<file path="src/icache_pkg.sv">
`default_nettype none

package icache_pkg;

	localparam int num_ways = 4;
	localparam int num_sets = 16;
	localparam int words_per_line = 4;
	localparam int tag_bits = 24;

	// Field view of a fetch address. byte_off holds the byte within the word.
	typedef struct packed {
		logic [tag_bits-1:0]               tag;
		logic [$clog2(num_sets)-1:0]       index;
		logic [$clog2(words_per_line)-1:0] word;
		logic [1:0]                        byte_off;
	} addr_fields_t;

	typedef union packed {
		logic [31:0]  raw; // Plain byte address.
		addr_fields_t f;
	} fetch_addr_t;

	typedef struct packed {
		fetch_addr_t addr;
	} fetch_req_t;

	typedef struct packed {
		logic [31:0] inst;
		logic [31:0] addr;
	} fetch_resp_t;

	// One refill beat as it leaves the AXI side.
	typedef struct packed {
		logic [$clog2(words_per_line)-1:0] word_sel;
		logic [31:0]                       data;
	} refill_word_t;

endpackage

`default_nettype wire
</file>
<file path="src/icache_req_stage.sv">
`timescale 1ns/100ps
`default_nettype none

module icache_req_stage (
	input wire clk,
	input wire rst,
	input wire flush,
	input wire req_valid,
	output logic req_ready,
	input wire icache_pkg::fetch_req_t req,
	output logic stage_valid,
	input wire stage_ready,
	output icache_pkg::fetch_req_t stage_req
);

	logic live;
	logic take;

	// The stage opens one cycle after reset is released.
	assign req_ready = live && !flush && (!stage_valid || stage_ready);
	assign take = req_valid && req_ready;

	always_ff @(posedge clk) begin
		if (rst) begin
			live <= 1'b0;
			stage_valid <= 1'b0;
		end else begin
			live <= 1'b1;
			if (flush)
				stage_valid <= 1'b0; // A held request is simply dropped.
			else if (take)
				stage_valid <= 1'b1;
			else if (stage_ready)
				stage_valid <= 1'b0;
		end
	end

	// Fetches are word aligned, so the low two bits carry nothing.
	always_ff @(posedge clk) begin
		if (take) begin
			stage_req.addr.raw <= {req.addr.raw[31:2], 2'b00};
		end
	end

endmodule

`default_nettype wire

</file>
<file path="config.mk">
export PLATFORM = sky130hd
export DESIGN_NAME = icache_req_stage
export DESIGN_NICKNAME = d
export VERILOG_FILES = /design/src/icache_pkg.sv /design/src/icache_req_stage.sv
export SDC_FILE = /design/constraint.sdc
export NUM_CORES = 1
export LEC_CHECK = 0
export BUFFER_PORTS_ARGS = -buffer_cell sky130_fd_sc_hd__buf_4
export CAP_MARGIN = 20
export CORE_ASPECT_RATIO = 0.75
export CORE_MARGIN = 3
export CORE_UTILIZATION = 42
export DETAILED_ROUTE_END_ITERATION = 10
export PLACE_DENSITY = 0.82
export SYNTH_ARGS = -nofsm -noshare
export SYNTH_HDL_FRONTEND = slang
export SYNTH_SLANG_ARGS = --single-unit
export TNS_END_PERCENT = 1
</file>
<file path="constraint.sdc">
create_clock -name clk -period 4.1 [get_ports clk]
set_clock_uncertainty 0.1 [all_clocks]
set_input_delay 0.41 -clock clk [delete_from_list [all_inputs] [get_ports clk]]
set_output_delay 0.41 -clock clk [all_outputs]
set_load 0.05 [all_outputs]
</file>
==> implementation parameters <==
Parameter                              Value

Clocking
  Buffers from clock root to sink, at most    2
  Library cell used as clock root buffer    sky130_fd_sc_hd__clkbuf_4
  CTS clk-pin slew, worst paths    roughly 0.090 ns
  Post-CTS Resized    0
  CTS HTree Levels    2
  Post-CTS Repair Setup Buffers    0
  Clock network latency to the later pin of the worst-skew pair    between 0.3 and 0.4 ns
  CTS tree    built
  Hold buffers post-CTS    0
  Sinks on Clock Net    32
  Cts bufs inserted    5

Cells and area
  Fraction of final layout cells sized beyond drive strength 1    ~64%
  Number of diodes    0
  Layout Area Growth over Synthesis    57.9%
  Nets    ~150

Synth
  Unique cell type count in the Yosys netlist    11
  Seq/Total Area, Yosys    slightly above 90%
  Post-synth ARST share    0%
  Post-synthesis instance area    1020 µm²
  Share of the synthesized area in the top cell type    approximately nine tenths
  Synthesized area divided by synthesized cell count    around 24 µm²
  Yosys warns    0
  Post-synth top area cell    sky130_fd_sc_hd__edfxtp_1
  Number of enable-type register cells in the synthesized netlist    30
  Post-synth top cells    sky130_fd_sc_hd__edfxtp_1, sky130_fd_sc_hd__buf_4, sky130_fd_sc_hd__dfxtp_1
  Number of synthesized register bits    32
  Top cells by area in the synthesized netlist    sky130_fd_sc_hd__edfxtp_1, sky130_fd_sc_hd__dfxtp_1, sky130_fd_sc_hd__nor4bb_2, sky130_fd_sc_hd__buf_4, sky130_fd_sc_hd__nor2b_4
  Post-Syn Instances    between 40 and 50
  Top-count cell post-synth    sky130_fd_sc_hd__edfxtp_1
  Most common flop cell mapped by yosys    sky130_fd_sc_hd__edfxtp_1

Routing
  Routed WL per cell    around 14 µm
  Total DRC errors in the routed layout    0
  Via density per instance    roughly 4.4
  Count of routing violations after the opening detailed-route iteration    25
  Number of iterations in the first detailed-routing pass    4
  Number of routed nets with antenna violations    0
  Vias    about 660
  Final routed wirelength across all metal layers    around 2.1 mm

Die
  Placeable core region    around 2200 µm²
  Die W    approximately 63 µm
  Height of the die    between 40 and 50 µm
  Top-Level Pins    approximately 70
  Floorplan die area    about 3100 µm²
  Effective utilization at floorplan    47.3%
  Number of placement rows    14

Pwr
  Clock network power share    25.7%
  IR Drop Worst-Case VDD    roughly 0.25 mV
  Leakage power of the design    slightly below 0.7 nW
  Relative contribution of sequential cells to total power    between 60% and 70%
  Part of the total power dissipated in combinational logic    13.5%
  Switching power total    around 0.00014 W
  Power per cell area    roughly 380 nW/µm²
  Internal    ~0.00047 W
  Switching power as a share of total power    about a quarter

Timing
  Measured slew at the worst slew-check pin    about 0.96 ns
  Max Clk Rate    between 0.4 and 0.5 GHz
  Final min period    ~2.1 ns
  Final Setup Violations    0
  Number of hold-slack violations in the final timing report    0
  Max-slew violation count    0
  Setup TNS after final layout    0 ns
  Final Cycle Share    between 50% and 60%
  RSZ-0062 raised after global routing    false
  PnR worst setup slack    2.01 ns
  Headroom to the max-slew limit    35.7%

Critical path
  Crit path capture type    register
  Family with the most delay on the worst path    simple AND/OR/NAND/NOR gates
  Max stage delay on crit path    about 0.84 ns
  Category of the worst setup path launch point    register
  Required time of the worst setup path    roughly 4.0 ns
  Series of cell instances along the critical path    nor2b_4 -> nor4bb_4 -> buf_4
  Worst path bufs/invs    1
  Kind of critical path    register to register
  Max Fanout on Critical Path    16
  Worst setup startpoint    stage_valid
  Reg2reg start    stage_valid
  Arrival time of data at the critical path endpoint    2.00 ns
  Cell type of the slowest stage on the worst timing path    sky130_fd_sc_hd__nor4bb_4

GRT
  GRT overflow    0
  Combined global-route utilization of all metal layers    around 16%
  Largest net degree at the start of global routing    17
  Via count of the first global-routing pass    just over 700
  Number of antenna violations at the first check in global routing    0
  Global-route wire length before repair    around 3.5 mm

Run status
  Status    finished, final reports clean

Flow run
  Maxcap violations    0

Min path
  Startpoint of the most critical hold path    rst
  Worst min-delay path class    input pin to register

Placed design
  Number of buffers added on ports    66
  Routability congestion estimate    about 0.64
  Post-Place Setup Slack    around 1.9 ns
[layer usage]
layer	GRT usage [%]	wire length, µm	vias to the layer above
met2	26.6	1040	57
met1	15.9	763	297
li1	-	-	303
met5	0	0	-
met3	9.72	330	0
met4	6.59	0	0
[state kept, by name, summed over array words and instances, names as in the netlist]
signal,count
live,1
stage_req,30
stage_valid,1
[path summary, 6_finish.rpt]
kind | to | slack, ns | cells past startpoint
min reg2reg | stage_valid | 0.54 | 2
min | live | 0.15 | 2
max | stage_req[18] | 2.01 | 3
max reg2reg | stage_req[18] | 2.01 | 3
[area by class of cell]
type	instances	area (µm²)
tap	32	40.0
clock buffer	7	45.0
clock inverter	1	3.75
inverter	1	3.75
sequential	32	941
timing repair buffer	67	503
multi-input combinational	8	71.3
fill	148	547
[worst register-to-register path, cell delays in order (launching register included)]
cell and delay (ns):
sky130_fd_sc_hd__dfxtp_1 0.33, sky130_fd_sc_hd__nor2b_4 0.14, sky130_fd_sc_hd__nor4bb_4 0.84, sky130_fd_sc_hd__buf_4 0.38
[cell families after synthesis]
| logic type | Yosys count | synth area share, % |
|---|---|---|
| AOI/OAI and AO/OA | 1 | 0.737 |
| buffers and inverters | 3 | 1.84 |
| DFF | 32 | 92.4 |
| other | 1 | 0.368 |
| and+or+nand+nor | 5 | 4.67 |
[cells in the final DEF (no fill, tap or decap)]
master,instances
sky130_fd_sc_hd__and2_1,1
sky130_fd_sc_hd__buf_4,67
sky130_fd_sc_hd__clkbuf_1,2
sky130_fd_sc_hd__clkbuf_4,5
sky130_fd_sc_hd__clkinv_1,1
sky130_fd_sc_hd__conb_1,2
sky130_fd_sc_hd__dfxtp_1,2
sky130_fd_sc_hd__edfxtp_1,30
sky130_fd_sc_hd__inv_1,1
sky130_fd_sc_hd__nor2_1,1
sky130_fd_sc_hd__nor2b_4,1
sky130_fd_sc_hd__nor3b_1,1
sky130_fd_sc_hd__nor4bb_4,1
sky130_fd_sc_hd__o21a_1,1
[power by group through the flow]
stage	clock, W	combinational (W)	sequential, W
after global routing	0.000182	0.0000868	0.000372
after global placement	0	0.0000811	0.000378
final	0.000156	0.0000825	0.000371
after detailed placement	0	0.0000833	0.000378
after floorplan	0	0.0000132	0.000408
after CTS	0.000165	0.0000832	0.000371
[stage by stage]
stage / cell area [µm²] / hold slack, ns / utilization [%] / power, W / instances
after CTS: 1610 / 0.131 / 74.6 / 0.000619 / 148
after global routing: 1610 / 0.131 / 74.6 / 0.000641 / 148
after floorplan: 1020 / 0.367 / - / 0.000421 / 43
final: 1610 / 0.152 / 74.6 / 0.000610 / 148
after detailed placement: 1560 / 0.480 / 72.4 / 0.000461 / 140
after global placement: 1560 / 0.467 / 72.4 / 0.000459 / 140
Power figures use the tool's default switching activity.
