<file path="config.mk">
export PLATFORM = sky130hd
export DESIGN_NAME = icache_refill_axi
export DESIGN_NICKNAME = d
export VERILOG_FILES = /design/src/icache_pkg.sv /design/src/icache_refill_axi.sv
export SDC_FILE = /design/constraint.sdc
export NUM_CORES = 1
export LEC_CHECK = 0
export BUFFER_PORTS_ARGS = -buffer_cell sky130_fd_sc_hd__clkbuf_2
export CORE_MARGIN = 5
export CORE_UTILIZATION = 35
export CTS_CLUSTER_SIZE = 28
export DETAILED_ROUTE_END_ITERATION = 10
export PLACE_DENSITY = 0.91
export RECOVER_POWER = 50
export SLEW_MARGIN = 30
export SYNTH_ARGS = -nofsm -noshare
export SYNTH_HDL_FRONTEND = slang
export SYNTH_SLANG_ARGS = --single-unit
</file>
<file path="constraint.sdc">
create_clock -name clk -period 2.75 [get_ports clk]
set_input_delay 0 -clock clk [delete_from_list [all_inputs] [get_ports clk]]
set_output_delay 0 -clock clk [all_outputs]
set_load 0.1 [all_outputs]
</file>
<file path="src/icache_pkg.sv">
`default_nettype none

package icache_pkg;

	localparam int num_ways = 4;
	localparam int num_sets = 16;
	localparam int words_per_line = 4;
	localparam int tag_bits = 24;

	// Field view of a fetch address. byte_off holds the byte within the word.
	typedef struct packed {
		logic [tag_bits-1:0]               tag;
		logic [$clog2(num_sets)-1:0]       index;
		logic [$clog2(words_per_line)-1:0] word;
		logic [1:0]                        byte_off;
	} addr_fields_t;

	typedef union packed {
		logic [31:0]  raw; // Plain byte address.
		addr_fields_t f;
	} fetch_addr_t;

	typedef struct packed {
		fetch_addr_t addr;
	} fetch_req_t;

	typedef struct packed {
		logic [31:0] inst;
		logic [31:0] addr;
	} fetch_resp_t;

	// One refill beat as it leaves the AXI side.
	typedef struct packed {
		logic [$clog2(words_per_line)-1:0] word_sel;
		logic [31:0]                       data;
	} refill_word_t;

endpackage

`default_nettype wire
</file>
<file path="src/icache_refill_axi.sv">
`timescale 1ns/100ps
`default_nettype none

module icache_refill_axi (
	input wire clk,
	input wire rst,
	input wire refill_start,
	input wire icache_pkg::fetch_addr_t refill_line,
	output logic refill_beat_valid,
	output icache_pkg::refill_word_t refill_beat,
	output logic refill_done,
	output logic [31:0] araddr,
	output logic arvalid,
	input wire arready,
	output logic [2:0] arprot,
	input wire [31:0] rdata,
	input wire [1:0] rresp,
	input wire rvalid,
	output logic rready
);
	import icache_pkg::*;

	typedef enum logic [1:0] {s_idle, s_ar, s_r} state_t;

	state_t state;
	fetch_addr_t base;
	logic [$clog2(words_per_line)-1:0] beat;

	always_ff @(posedge clk) begin
		if (rst) begin
			state <= s_idle;
			beat <= '0;
		end else begin
			case (state)
				s_idle: if (refill_start) begin
					state <= s_ar;
					beat <= '0;
				end
				s_ar: if (arready) state <= s_r;
				s_r: if (rvalid) begin
					state <= refill_done ? s_idle : s_ar; // One read in flight at a time.
					beat <= beat + 1'b1;
				end
				default: state <= s_idle;
			endcase
		end
	end

	always_ff @(posedge clk) begin
		if (state == s_idle && refill_start)
			base <= refill_line;
	end

	assign arvalid = state == s_ar;
	assign rready = state == s_r;
	assign araddr = {base.f.tag, base.f.index, beat, 2'b00};
	assign arprot = 3'b000;

	// The read response code is not checked; a failed read still hands over rdata.
	assign refill_beat_valid = rvalid && rready;
	assign refill_beat = '{word_sel: beat, data: rdata};
	assign refill_done = refill_beat_valid && beat == ($bits(beat))'(words_per_line - 1);

endmodule

`default_nettype wire

</file>
==> results summary, run 1 <==
The post-route antenna net violation count came out at 0. The setup skew after layout is 0.00668 ns. The worst supply voltage drop on vdd is 0.000187 V.

The total power per unit cell area came out at 725 mW/mm^2. Hold repair after CTS inserted 30 buffers. The post-detailed-route DRC marker count is 0. The maximum fanout encountered on the critical timing path came out at 12. At the end of routability-driven placement, the weighted congestion stood at 0.848. The sequential fraction of the synthesis area is 66.6%.

Headroom to the max-slew limit came out at 21.6%. The achievable frequency is 0.657 GHz. The most common library cell in the layout ignoring fill and taps is clkbuf_2.

The switching power summed over all nets is 476 uW. TritonCTS created 5 clock buffers. The number of detailed-routing iterations run before antenna repair came out at 4. The final layout net count came out at 239. The final critical-path share of the clock period is 55.3%. The total overflow left after global routing is 0.

The post-route minimum period is 1.52 ns. The initial DRC count is 44. The worst-skew pair later-pin latency came out at 0.28 ns. TritonCTS built the clock tree. The worst-case clock buffer depth came out at 2. The final number of max-transition violations was 0. The core box area is 0.00374 mm^2. Clock-pin slew was measured on the worst setup and hold paths at 0.06 ns. STA classifies the critical path endpoint as an output pin.

The worst register-to-register path begins at state[0]. In this run switching power makes up 34.4% of total power. The number of cells upsized or downsized after cts is 0. The all-layer global routing usage came out at 13.2%. The setup path with the least slack is of type reg -> out. The layout overhead on the synthesized area came out at 37.9%. Setup repair after global routing left no endpoint under its margin.

The wire length per cell is 16.9 um. The initial antenna violation count came to 0. The number of inserted diodes is 0. The final number of hold-violating endpoints is 0. The TritonCTS sink count is 32.

The count of buffers added on input and output ports is 68. The worst setup path is launched from a flop. The final setup violation count is 0. The via density per instance is 4.39. The number of cells on the worst reg-to-reg path came out at 3.

The total number of vias is 949. The length of routed wiring on met1 is 1120 um. The portion of total power attributed to sequential cells came out at 42.1%. Following the worst setup path forward leads to its endpoint at rready. The highest routed metal layer is met4.

The leakage power came out at 0.000843 uW. The detailed-routed wire length on met3 is 614 um. The data arrival at the endpoint of the critical path is 1.52 ns. The internal portion of the total power is 907 uW.

The via count of the first global-routing pass is 977. The launch point of the worst path is state[1]. The count of pins on the block boundary is 144.

The endpoint of the most critical register-to-register path is base[30]. The number of synthesis warnings came out at 0. The wire length reported by the detailed router came out at 3640 um. The wire length of the first global-routing pass is 5080 um. In the final layout, the share of cells above drive strength 1 is 44.6%. A synthesized cell averages 14.3 um^2. The die covers 0.00531 mm^2. The number of setup buffers added after CTS came out at 0. The final setup TNS came out at 0 ns.

The vertical die dimension is 72.9 um. In this run the clock root is driven by a clkbuf_8. The critical path required time is 2.75 ns. The floorplan die width came out at 72.9 um.

The routed wire length on met2 came out at 1720 um. The tightest min-delay check is of the in -> out type. The post-detailed-placement cell area is 0.00150 mm^2. The max capacitance violation total is 0. The library cells used most frequently in the layout, excluding fill and tap cells, are clkbuf_2, dlygate4sd3_1, edfxtp_1.

The share of total power in combinational logic came out at 27.1%. The post-synth design cell area is 0.00138 mm^2. The slack of the worst reg-to-reg path is 1.43 ns. The flip-flop and latch count after synthesis came out at 32. Summing all non-filler instances in the final layout gives an area of 0.00191 mm^2. For the pin with the worst max-slew slack, the measured transition is 1.18 ns. The cell count after synthesis came out at 97. The initial utilization of the core area, before any placement, comes to 36.9%. The number of different library cells used by synthesis comes to 22. The portion of total power attributed to the clock network is 30.8%. The count of standard-cell rows is 22. The H-tree depth reported by CTS came out at 2.

The pin count of the biggest net entering global routing is 29. The flow ran to the end, and the final reports show no timing, DRC or antenna violations.
[metal layers]
| metal | up-vias | GRT usage (%) |
|---|---|---|
| met5 | - | 0 |
| met4 | 0 | 8.61 |
| met3 | 29 | 7.16 |
| met2 | 76 | 22.1 |
| met1 | 413 | 12.2 |
| li1 | 431 | - |
[synthesized netlist by cell type]
library cell  number  share of area (%)
nor2_1             2               0.54
dfxtp_1            4                5.8
buf_6              1               0.81
a21o_1             1               0.54
nand2b_1           2               0.90
and2b_1            1               0.54
ha_1               1               0.90
buf_4             39                 21
and3_1             1               0.45
a21oi_1            2               0.72
nor4bb_1           1               0.72
nand3b_1           1               0.54
a31oi_1            2               0.90
o21bai_1           1               0.54
nand3_1            2               0.72
nor2b_2            2                1.3
edfxtp_1          28                 61
inv_1              1               0.27
nand2_1            2               0.54
a22oi_1            1               0.54
conb_1             1               0.27
and2_1             1               0.45
[critical path, stage by stage (launching register included)]
cell	delay, ns
dfxtp_1	0.53
nor2b_2	0.25
clkbuf_2	0.47
[layout make-up]
type / count / area, um^2
clock inverter: 2 / 35.0
sequential: 32 / 921
fill: 316 / 1840
tap: 48 / 60.1
multi-input combinational: 28 / 171
timing repair buffer: 99 / 643
clock buffer: 6 / 72.6
inverter: 1 / 3.75
[registers in the layout (all words and copies together) (netlist names)]
register,cells
state,2
beat,2
base,28
[worst min-delay path by stage]
stage | from | endpoint | cells after the start
floorplan | rst | beat[0] | 1
global placement | rdata[3] | refill_beat[3] | 0
detailed placement | rdata[3] | refill_beat[3] | 0
CTS | rdata[3] | refill_beat[3] | 0
global route | rdata[22] | refill_beat[22] | 0
finish | rdata[10] | refill_beat[10] | 0
[logic make-up (layout without fill, tap and decap cells)]
kind of cell	after synthesis	count (layout)	synth area share (%)
flops	32	32	66.6
simple gates	15	15	6.70
compound gates	7	7	3.26
other cells	1	5	0.271
buf+inv	41	108	22.3
fa+ha+maj	1	1	0.905
[power groups by stage]
stage	registers, uW	clock network, uW	logic, uW
4_1_cts	581	433	375
6_report	582	426	375
5_1_grt	585	465	385
2_1_floorplan	799	0	299
3_3_place_gp	589	0	336
3_5_place_dp	591	0	340
[per-stage QoR]
step                      power, uW  util [%]  instances  worst slack, ns  hold WS (ns)
after global placement          925      40.2        178             1.47      0.000797
final                          1380      50.9        216             1.23     0.0000439
after CTS                      1390      51.1        216             1.22      0.000797
after detailed placement        931      40.2        178             1.44      0.000797
after global routing           1440      50.9        216             1.16      0.000150
after floorplan                1100         -        101            0.632        0.0691
No activity file was read; power rests on OpenSTA's default activity.
==> run 2: changes to the inputs <==
Settings changed: CORE_UTILIZATION 35 to 31, PLACE_DENSITY 0.91 to 0.86.
Clock period 2.75 ns to 1.31 ns, I/O delays scaled along.
==> results summary, run 2 (synthesized netlist as in run 1, its figures left out) <==
The tightest slew margin relative to the limit is 62.3% (was 21.6%). Setup repair after global routing missed its margin: no (unchanged). The critical path required time was 1.31 ns (was 2.75 ns). The startpoint of the tightest hold check path is rdata[12] (was rdata[10]). The total number of vias is 932 (was 949). The final critical-path share of the clock period is 92.7%. The layout overhead on the synthesized area is 45.9% (was 37.9%). The via density per instance is 4.24 (was 4.39). The most common library cell in the layout ignoring fill and taps was clkbuf_2 (unchanged). The final non-filler cell total came out at 220 (was 216). The kind of critical path is reg -> out (unchanged).

The nature of the critical path startpoint was a flop (unchanged). The clock transition at the registers of the reported paths is 0.06 ns (about the same). The slack of the worst reg-to-reg path is 0.17 ns (was 1.43 ns). The wire length of the first global-routing pass came to 5220 um (was 5080 um). The transition time at the pin with the least slew margin is 0.568 ns (was 1.18 ns).

The post-route antenna net violation count is 0 (unchanged). The initial antenna violation count is 0 (unchanged). The post-route minimum period came out at 1.21 ns. The core box area is 0.00435 mm^2 (was 0.00374 mm^2). The final setup violation count came out at 0 (unchanged). The cell count after placement came out at 182 (was 178). The total die area came to 0.00590 mm^2 (was 0.00531 mm^2). The number of filler instances in the final layout is 356 (was 316). The final number of hold-violating endpoints came out at 0 (unchanged). The TritonCTS sink count came to 32 (unchanged). Biggest registers after layout: base (28), beat (2), state (2) (unchanged).

The worst-skew pair later-pin latency came to 0.27 ns (was 0.28 ns). The vertical die dimension is 76.8 um (was 72.9 um). The final weighted congestion in routability-driven placement is 0.715 (was 0.848). Run status: completed (unchanged). The floorplan die width came to 76.8 um (was 72.9 um). The maximum fanout encountered on the critical timing path came out at 6 (was 12). The wire length reported by the detailed router came out at 3420 um (was 3640 um).

The flip-flop count of the largest register, all copies and words added is 28 (unchanged). The fraction of layout cells with a size suffix above 1 is 50.0% (was 44.6%). The via count of the first global-routing pass came out at 940 (was 977).

The total power per unit cell area is 1460 mW/mm^2 (was 725 mW/mm^2). The initial core utilization is 31.8% (was 36.9%). The final number of max-transition violations came to 0 (unchanged). The endpoint of the most critical register-to-register path is base[31] (was base[30]). The worst hold endpoint is refill_beat[12] (was refill_beat[10]). The register name with the most flops is base (unchanged). The leakage power came out at 0.000874 uW (was 0.000843 uW). The count of standard-cell rows was 24 (was 22).

The final setup TNS is 0 ns (unchanged). The final layout net count came out at 239 (unchanged). The count of pins on the block boundary is 144 (unchanged).

The final hold slack is 0.0000439 ns (about the same). The all-layer global routing usage is 11.3% (was 13.2%). The achievable frequency came out at 0.823 GHz. The setup skew after layout is 0.00351 ns (was 0.00668 ns). The pin count of the biggest net entering global routing came out at 29 (unchanged). The final core utilization came out at 46.3% (was 50.9%). The buffer type at the clock tree root is clkbuf_8 (unchanged). The HPWL after detailed placement came out at 2240 um. The worst supply voltage drop on vdd came to 0.000713 V (was 0.000187 V). The beginning of the worst register-to-register path was state[0] (unchanged).

The worst-case clock buffer depth is 2 (unchanged). Commonest cells after routing, fill and taps aside: clkbuf_2, dlygate4sd3_1, edfxtp_1 (unchanged). The number of setup buffers added after CTS is 0 (unchanged). The number of cells on the worst reg-to-reg path is 3 (unchanged). The number of clock buffers inserted by TritonCTS is 5 (unchanged). The max capacitance violation total came out at 0 (unchanged).

The sort of element at the end of the critical path is an output pin (unchanged). The number of buffers added on ports is 68 (unchanged). The initial DRC count came out at 41 (was 44). The clock tree from TritonCTS is yes (unchanged). The wire length per cell is 15.6 um (was 16.9 um). The H-tree depth reported by CTS is 2 (unchanged). The total global routing overflow is 0 (unchanged). The post-detailed-route DRC marker count is 0 (unchanged). The path class of the lowest-slack min-delay path is in -> out (unchanged).

The number of detailed-routing iterations run before antenna repair came out at 4 (unchanged). The data arrival at the endpoint of the critical path came to 1.21 ns (was 1.52 ns). The cell depth of the worst hold path came out at 0 (unchanged). The number of inserted diodes is 0 (unchanged).
[run 2: changes by cell type in the layout (fill, tap and decap cells not counted), sizes merged]
cell,before,now
clkbuf,74,70
buf,1,5
[run 2: layout make-up]
cell class,instances,area [um^2],share of cell area [%]
multi-input cells,28,191,9.49
well taps,52,65.1,3.23
repair buffers,99,718,35.6
flip-flops and latches,32,931,46.2
clock inverters,2,35.0,1.74
inverters,1,3.75,0.186
clock buffers,6,72.6,3.60
[run 2: what timing repair did]
| item | 4_1_cts | 5_1_grt |
|---|---|---|
| setup endpoints to repair | 0 | 4 |
| hold buffers | 30 | 0 |
| gates resized for setup | 0 | 1 |
| endpoints found under the hold margin | 32 | 0 |
[run 2: through the flow]
| step | setup slack (ns) | total power [uW] | cell area (um^2) |
|---|---|---|---|
| finish | 0.0952 | 2940 | 2020 |
| detailed placement | 0.164 | 1990 | 1610 |
| floorplan | -0.0284 | 2310 | 1430 |
| global route | 0.0574 | 3030 | 2020 |
| global placement | 0.178 | 1980 | 1610 |
| CTS | 0.00961 | 2960 | 2020 |
[run 2: where the power goes]
part | switching [uW] | internal (uW) | total [uW]
logic | 646 | 178 | 824
registers | 30.4 | 1190 | 1220
clock network | 331 | 564 | 895
[run 2: layer usage]
metal | vias to the layer above | wire length (um) | GRT usage (%)
met3 | 12 | 483 | 5.62
met4 | 0 | 87 | 5.42
met2 | 66 | 1760 | 20.7
met1 | 421 | 1090 | 10.1
met5 | - | 0 | 0
li1 | 433 | - | -
[run 2: how the worst max path moves through the flow]
stage / startpoint / end / slack [ns] / cells after the start
after floorplan: state[0] / base[10] / -0.03 / 2
after detailed placement: state[1] / state[1] / 0.16 / 3
after global routing: beat[0] / refill_done / 0.06 / 3
final: beat[0] / refill_done / 0.1 / 3
after CTS: state[1] / arvalid / 0.01 / 2
after global placement: state[1] / state[1] / 0.18 / 3
[run 2: worst max-delay path, cell delays in order, from the launching register on]
cell	delay [ns]
dfxtp_4	0.37
ha_1	0.21
and3_2	0.21
buf_12	0.16
==> run 3: changes to the inputs <==
Settings changed: CORE_ASPECT_RATIO from default to 0.75.
==> results summary, run 3 (synthesized netlist as in run 1, its figures left out) <==
The number of setup buffers added after CTS was 0 (unchanged). The H-tree depth reported by CTS came out at 2 (unchanged). The post-detailed-placement cell area is 0.00162 mm^2 (was 0.00161 mm^2). The wire length reported by the detailed router was 3040 um (was 3420 um). The floorplan die width is 87.1 um (was 76.8 um). The via density per instance came out at 4.05 (was 4.24). The register name with the most flops is base (unchanged). The final hold slack came out at 0.0000439 ns (unchanged). The count of pins on the block boundary is 144 (unchanged). The number of clock buffers inserted by TritonCTS is 5 (unchanged). The tightest slew margin relative to the limit is 63.2% (was 62.3%).

The buffer type at the clock tree root is clkbuf_8 (unchanged). The worst-case clock buffer depth is 2 (unchanged). The total power per unit cell area is 1450 mW/mm^2 (was 1460 mW/mm^2). The placement-stage worst setup slack is 0.167 ns (was 0.164 ns). The achievable frequency is 0.817 GHz (was 0.823 GHz).

The net switching share of the total power is 34.3% (about the same). Commonest cells after routing, fill and taps aside: clkbuf_2, dlygate4sd3_1, edfxtp_1 (unchanged). The number of detailed-routing iterations run before antenna repair is 2 (was 4). The category of cells accounting for the largest share of critical-path delay was flip-flops (unchanged). The nature of the critical path startpoint is a flop (unchanged). The fraction of layout cells with a size suffix above 1 came out at 51.2% (was 50.0%). The final setup violation count came to 0 (unchanged).

The final critical-path share of the clock period came out at 93.4% (was 92.7%). The core box area came to 0.00439 mm^2 (was 0.00435 mm^2). The all-layer global routing usage came out at 10.3% (was 11.3%). The total number of vias came out at 911 (was 932). The path class of the lowest-slack min-delay path was in -> out (unchanged). The initial DRC count came out at 30 (was 41). The TritonCTS sink count is 32 (unchanged). Cell-by-cell trace of the critical path: ha_1, and3_2, buf_12 (unchanged).

The total global routing overflow is 0 (unchanged). The initial antenna violation count is 0 (unchanged). The final weighted congestion in routability-driven placement was 0.739 (was 0.715). Biggest registers after layout: base (28), beat (2), state (2) (unchanged). The HPWL after detailed placement is 2110 um (was 2240 um). The final layout net count is 239 (unchanged). The kind of critical path is reg -> out (unchanged). The layout overhead on the synthesized area is 46.5% (was 45.9%).

The count of standard-cell rows is 21 (was 24). The flip-flop count of the largest register, all copies and words added is 28 (unchanged). The final number of hold-violating endpoints is 0 (unchanged). The post-route antenna net violation count is 0 (unchanged). The worst supply voltage drop on vdd came out at 0.000634 V (was 0.000713 V). The share of total power in combinational logic came to 27.9% (was 28.1%). Run status: completed (unchanged). The final setup TNS was 0 ns (unchanged). The longest individual stage delay on the worst path was 0.36 ns (was 0.37 ns). The pin count of the biggest net entering global routing came out at 29 (unchanged).

The sort of element at the end of the critical path is an output pin (unchanged). The transition time at the pin with the least slew margin came out at 0.554 ns (was 0.568 ns). The final number of max-transition violations was 0 (unchanged). The final core utilization was 46.2% (was 46.3%). The switching power summed over all nets came out at 1010 uW (about the same). The portion of total power attributed to the clock network was 30.7% (was 30.5%).

The least setup slack across all paths after layout came out at 0.0858 ns (was 0.0952 ns). The sum of buffers and inverters on the critical path was 1 (unchanged). The setup skew after layout came to 0.00409 ns (was 0.00351 ns). The clock transition at the registers of the reported paths is 0.06 ns (about the same). The wire length per cell is 13.5 um (was 15.6 um). The most common library cell in the layout ignoring fill and taps was clkbuf_2 (unchanged). The via count of the first global-routing pass is 948 (was 940). The portion of total power attributed to sequential cells is 41.4% (was 41.5%). The total die area came out at 0.00591 mm^2 (was 0.00590 mm^2). The leakage power came out at 0.000880 uW (was 0.000874 uW). The slowest cell on the critical path is dfxtp_4 (unchanged).

Setup repair after global routing missed its margin: no (unchanged). The vertical die dimension is 67.8 um (was 76.8 um). The critical path required time came to 1.31 ns (about the same). The post-detailed-route DRC marker count came out at 0 (unchanged).

The worst-skew pair later-pin latency is 0.28 ns (was 0.27 ns). The data arrival at the endpoint of the critical path is 1.22 ns (was 1.21 ns). The post-route minimum period came out at 1.22 ns (was 1.21 ns). The post-route cell area came out at 0.00203 mm^2 (was 0.00202 mm^2).

The maximum fanout encountered on the critical timing path is 6 (unchanged). The wire length of the first global-routing pass was 4440 um (was 5220 um). The number of buffers added on ports came out at 68 (unchanged). The clock tree from TritonCTS is yes (unchanged). The max capacitance violation total is 0 (unchanged). The number of inserted diodes is 0 (unchanged).

The total internal power came out at 1930 uW (about the same). The initial core utilization is 31.5% (was 31.8%).
## run 3: metal layers
layer	part of all wire, %	GRT usage, %	vias to the layer above
met5	0	0	-
met4	1.9	4.98	0
met3	10	5.66	14
met2	54	18.8	44
met1	34	9.28	425
li1	-	-	428
## run 3: worst paths after layout
check | depth (start not counted) | from | slack [ns] | endpoint
worst max-delay path | 3 | beat[0] | 0.09 | refill_done
worst min-delay path | 0 | rdata[0] | 0.00004 | refill_beat[0]
worst max register to register | 3 | state[0] | 0.17 | base[19]
worst min register to register | 2 | beat[0] | 0.51 | beat[0]
## run 3: stage by stage
| stage | total power [uW] | instances |
|---|---|---|
| 2_1_floorplan | 2310 | 101 |
| 3_3_place_gp | 1980 | 187 |
| 3_5_place_dp | 1990 | 187 |
| 4_1_cts | 2980 | 225 |
| 5_1_grt | 3050 | 225 |
| 6_report | 2940 | 225 |
## run 3: final cells by class
type	instances	area, um^2
Clock buffer	6	72.6
Sequential cell	32	931
Inverter	1	3.75
Timing Repair Buffer	99	721
Multi-Input combinational cell	28	191
Fill cell	405	2360
Clock inverter	2	35.0
Tap cell	57	71.3
## run 3: what timing repair did
| item | in CTS | in global routing |
|---|---|---|
| setup endpoints to repair | 1 | 0 |
| resized for setup | 1 | 0 |
| hold endpoints to repair | 32 | 0 |
| hold buffers | 30 | 0 |
## run 3: power by group through the flow
| stage | logic, uW | registers [uW] | clock network (uW) |
|---|---|---|---|
| after detailed placement | 752 | 1240 | 0 |
| after CTS | 824 | 1220 | 939 |
| after global placement | 747 | 1230 | 0 |
| after floorplan | 637 | 1670 | 0 |
| after global routing | 845 | 1220 | 986 |
| final | 821 | 1220 | 901 |
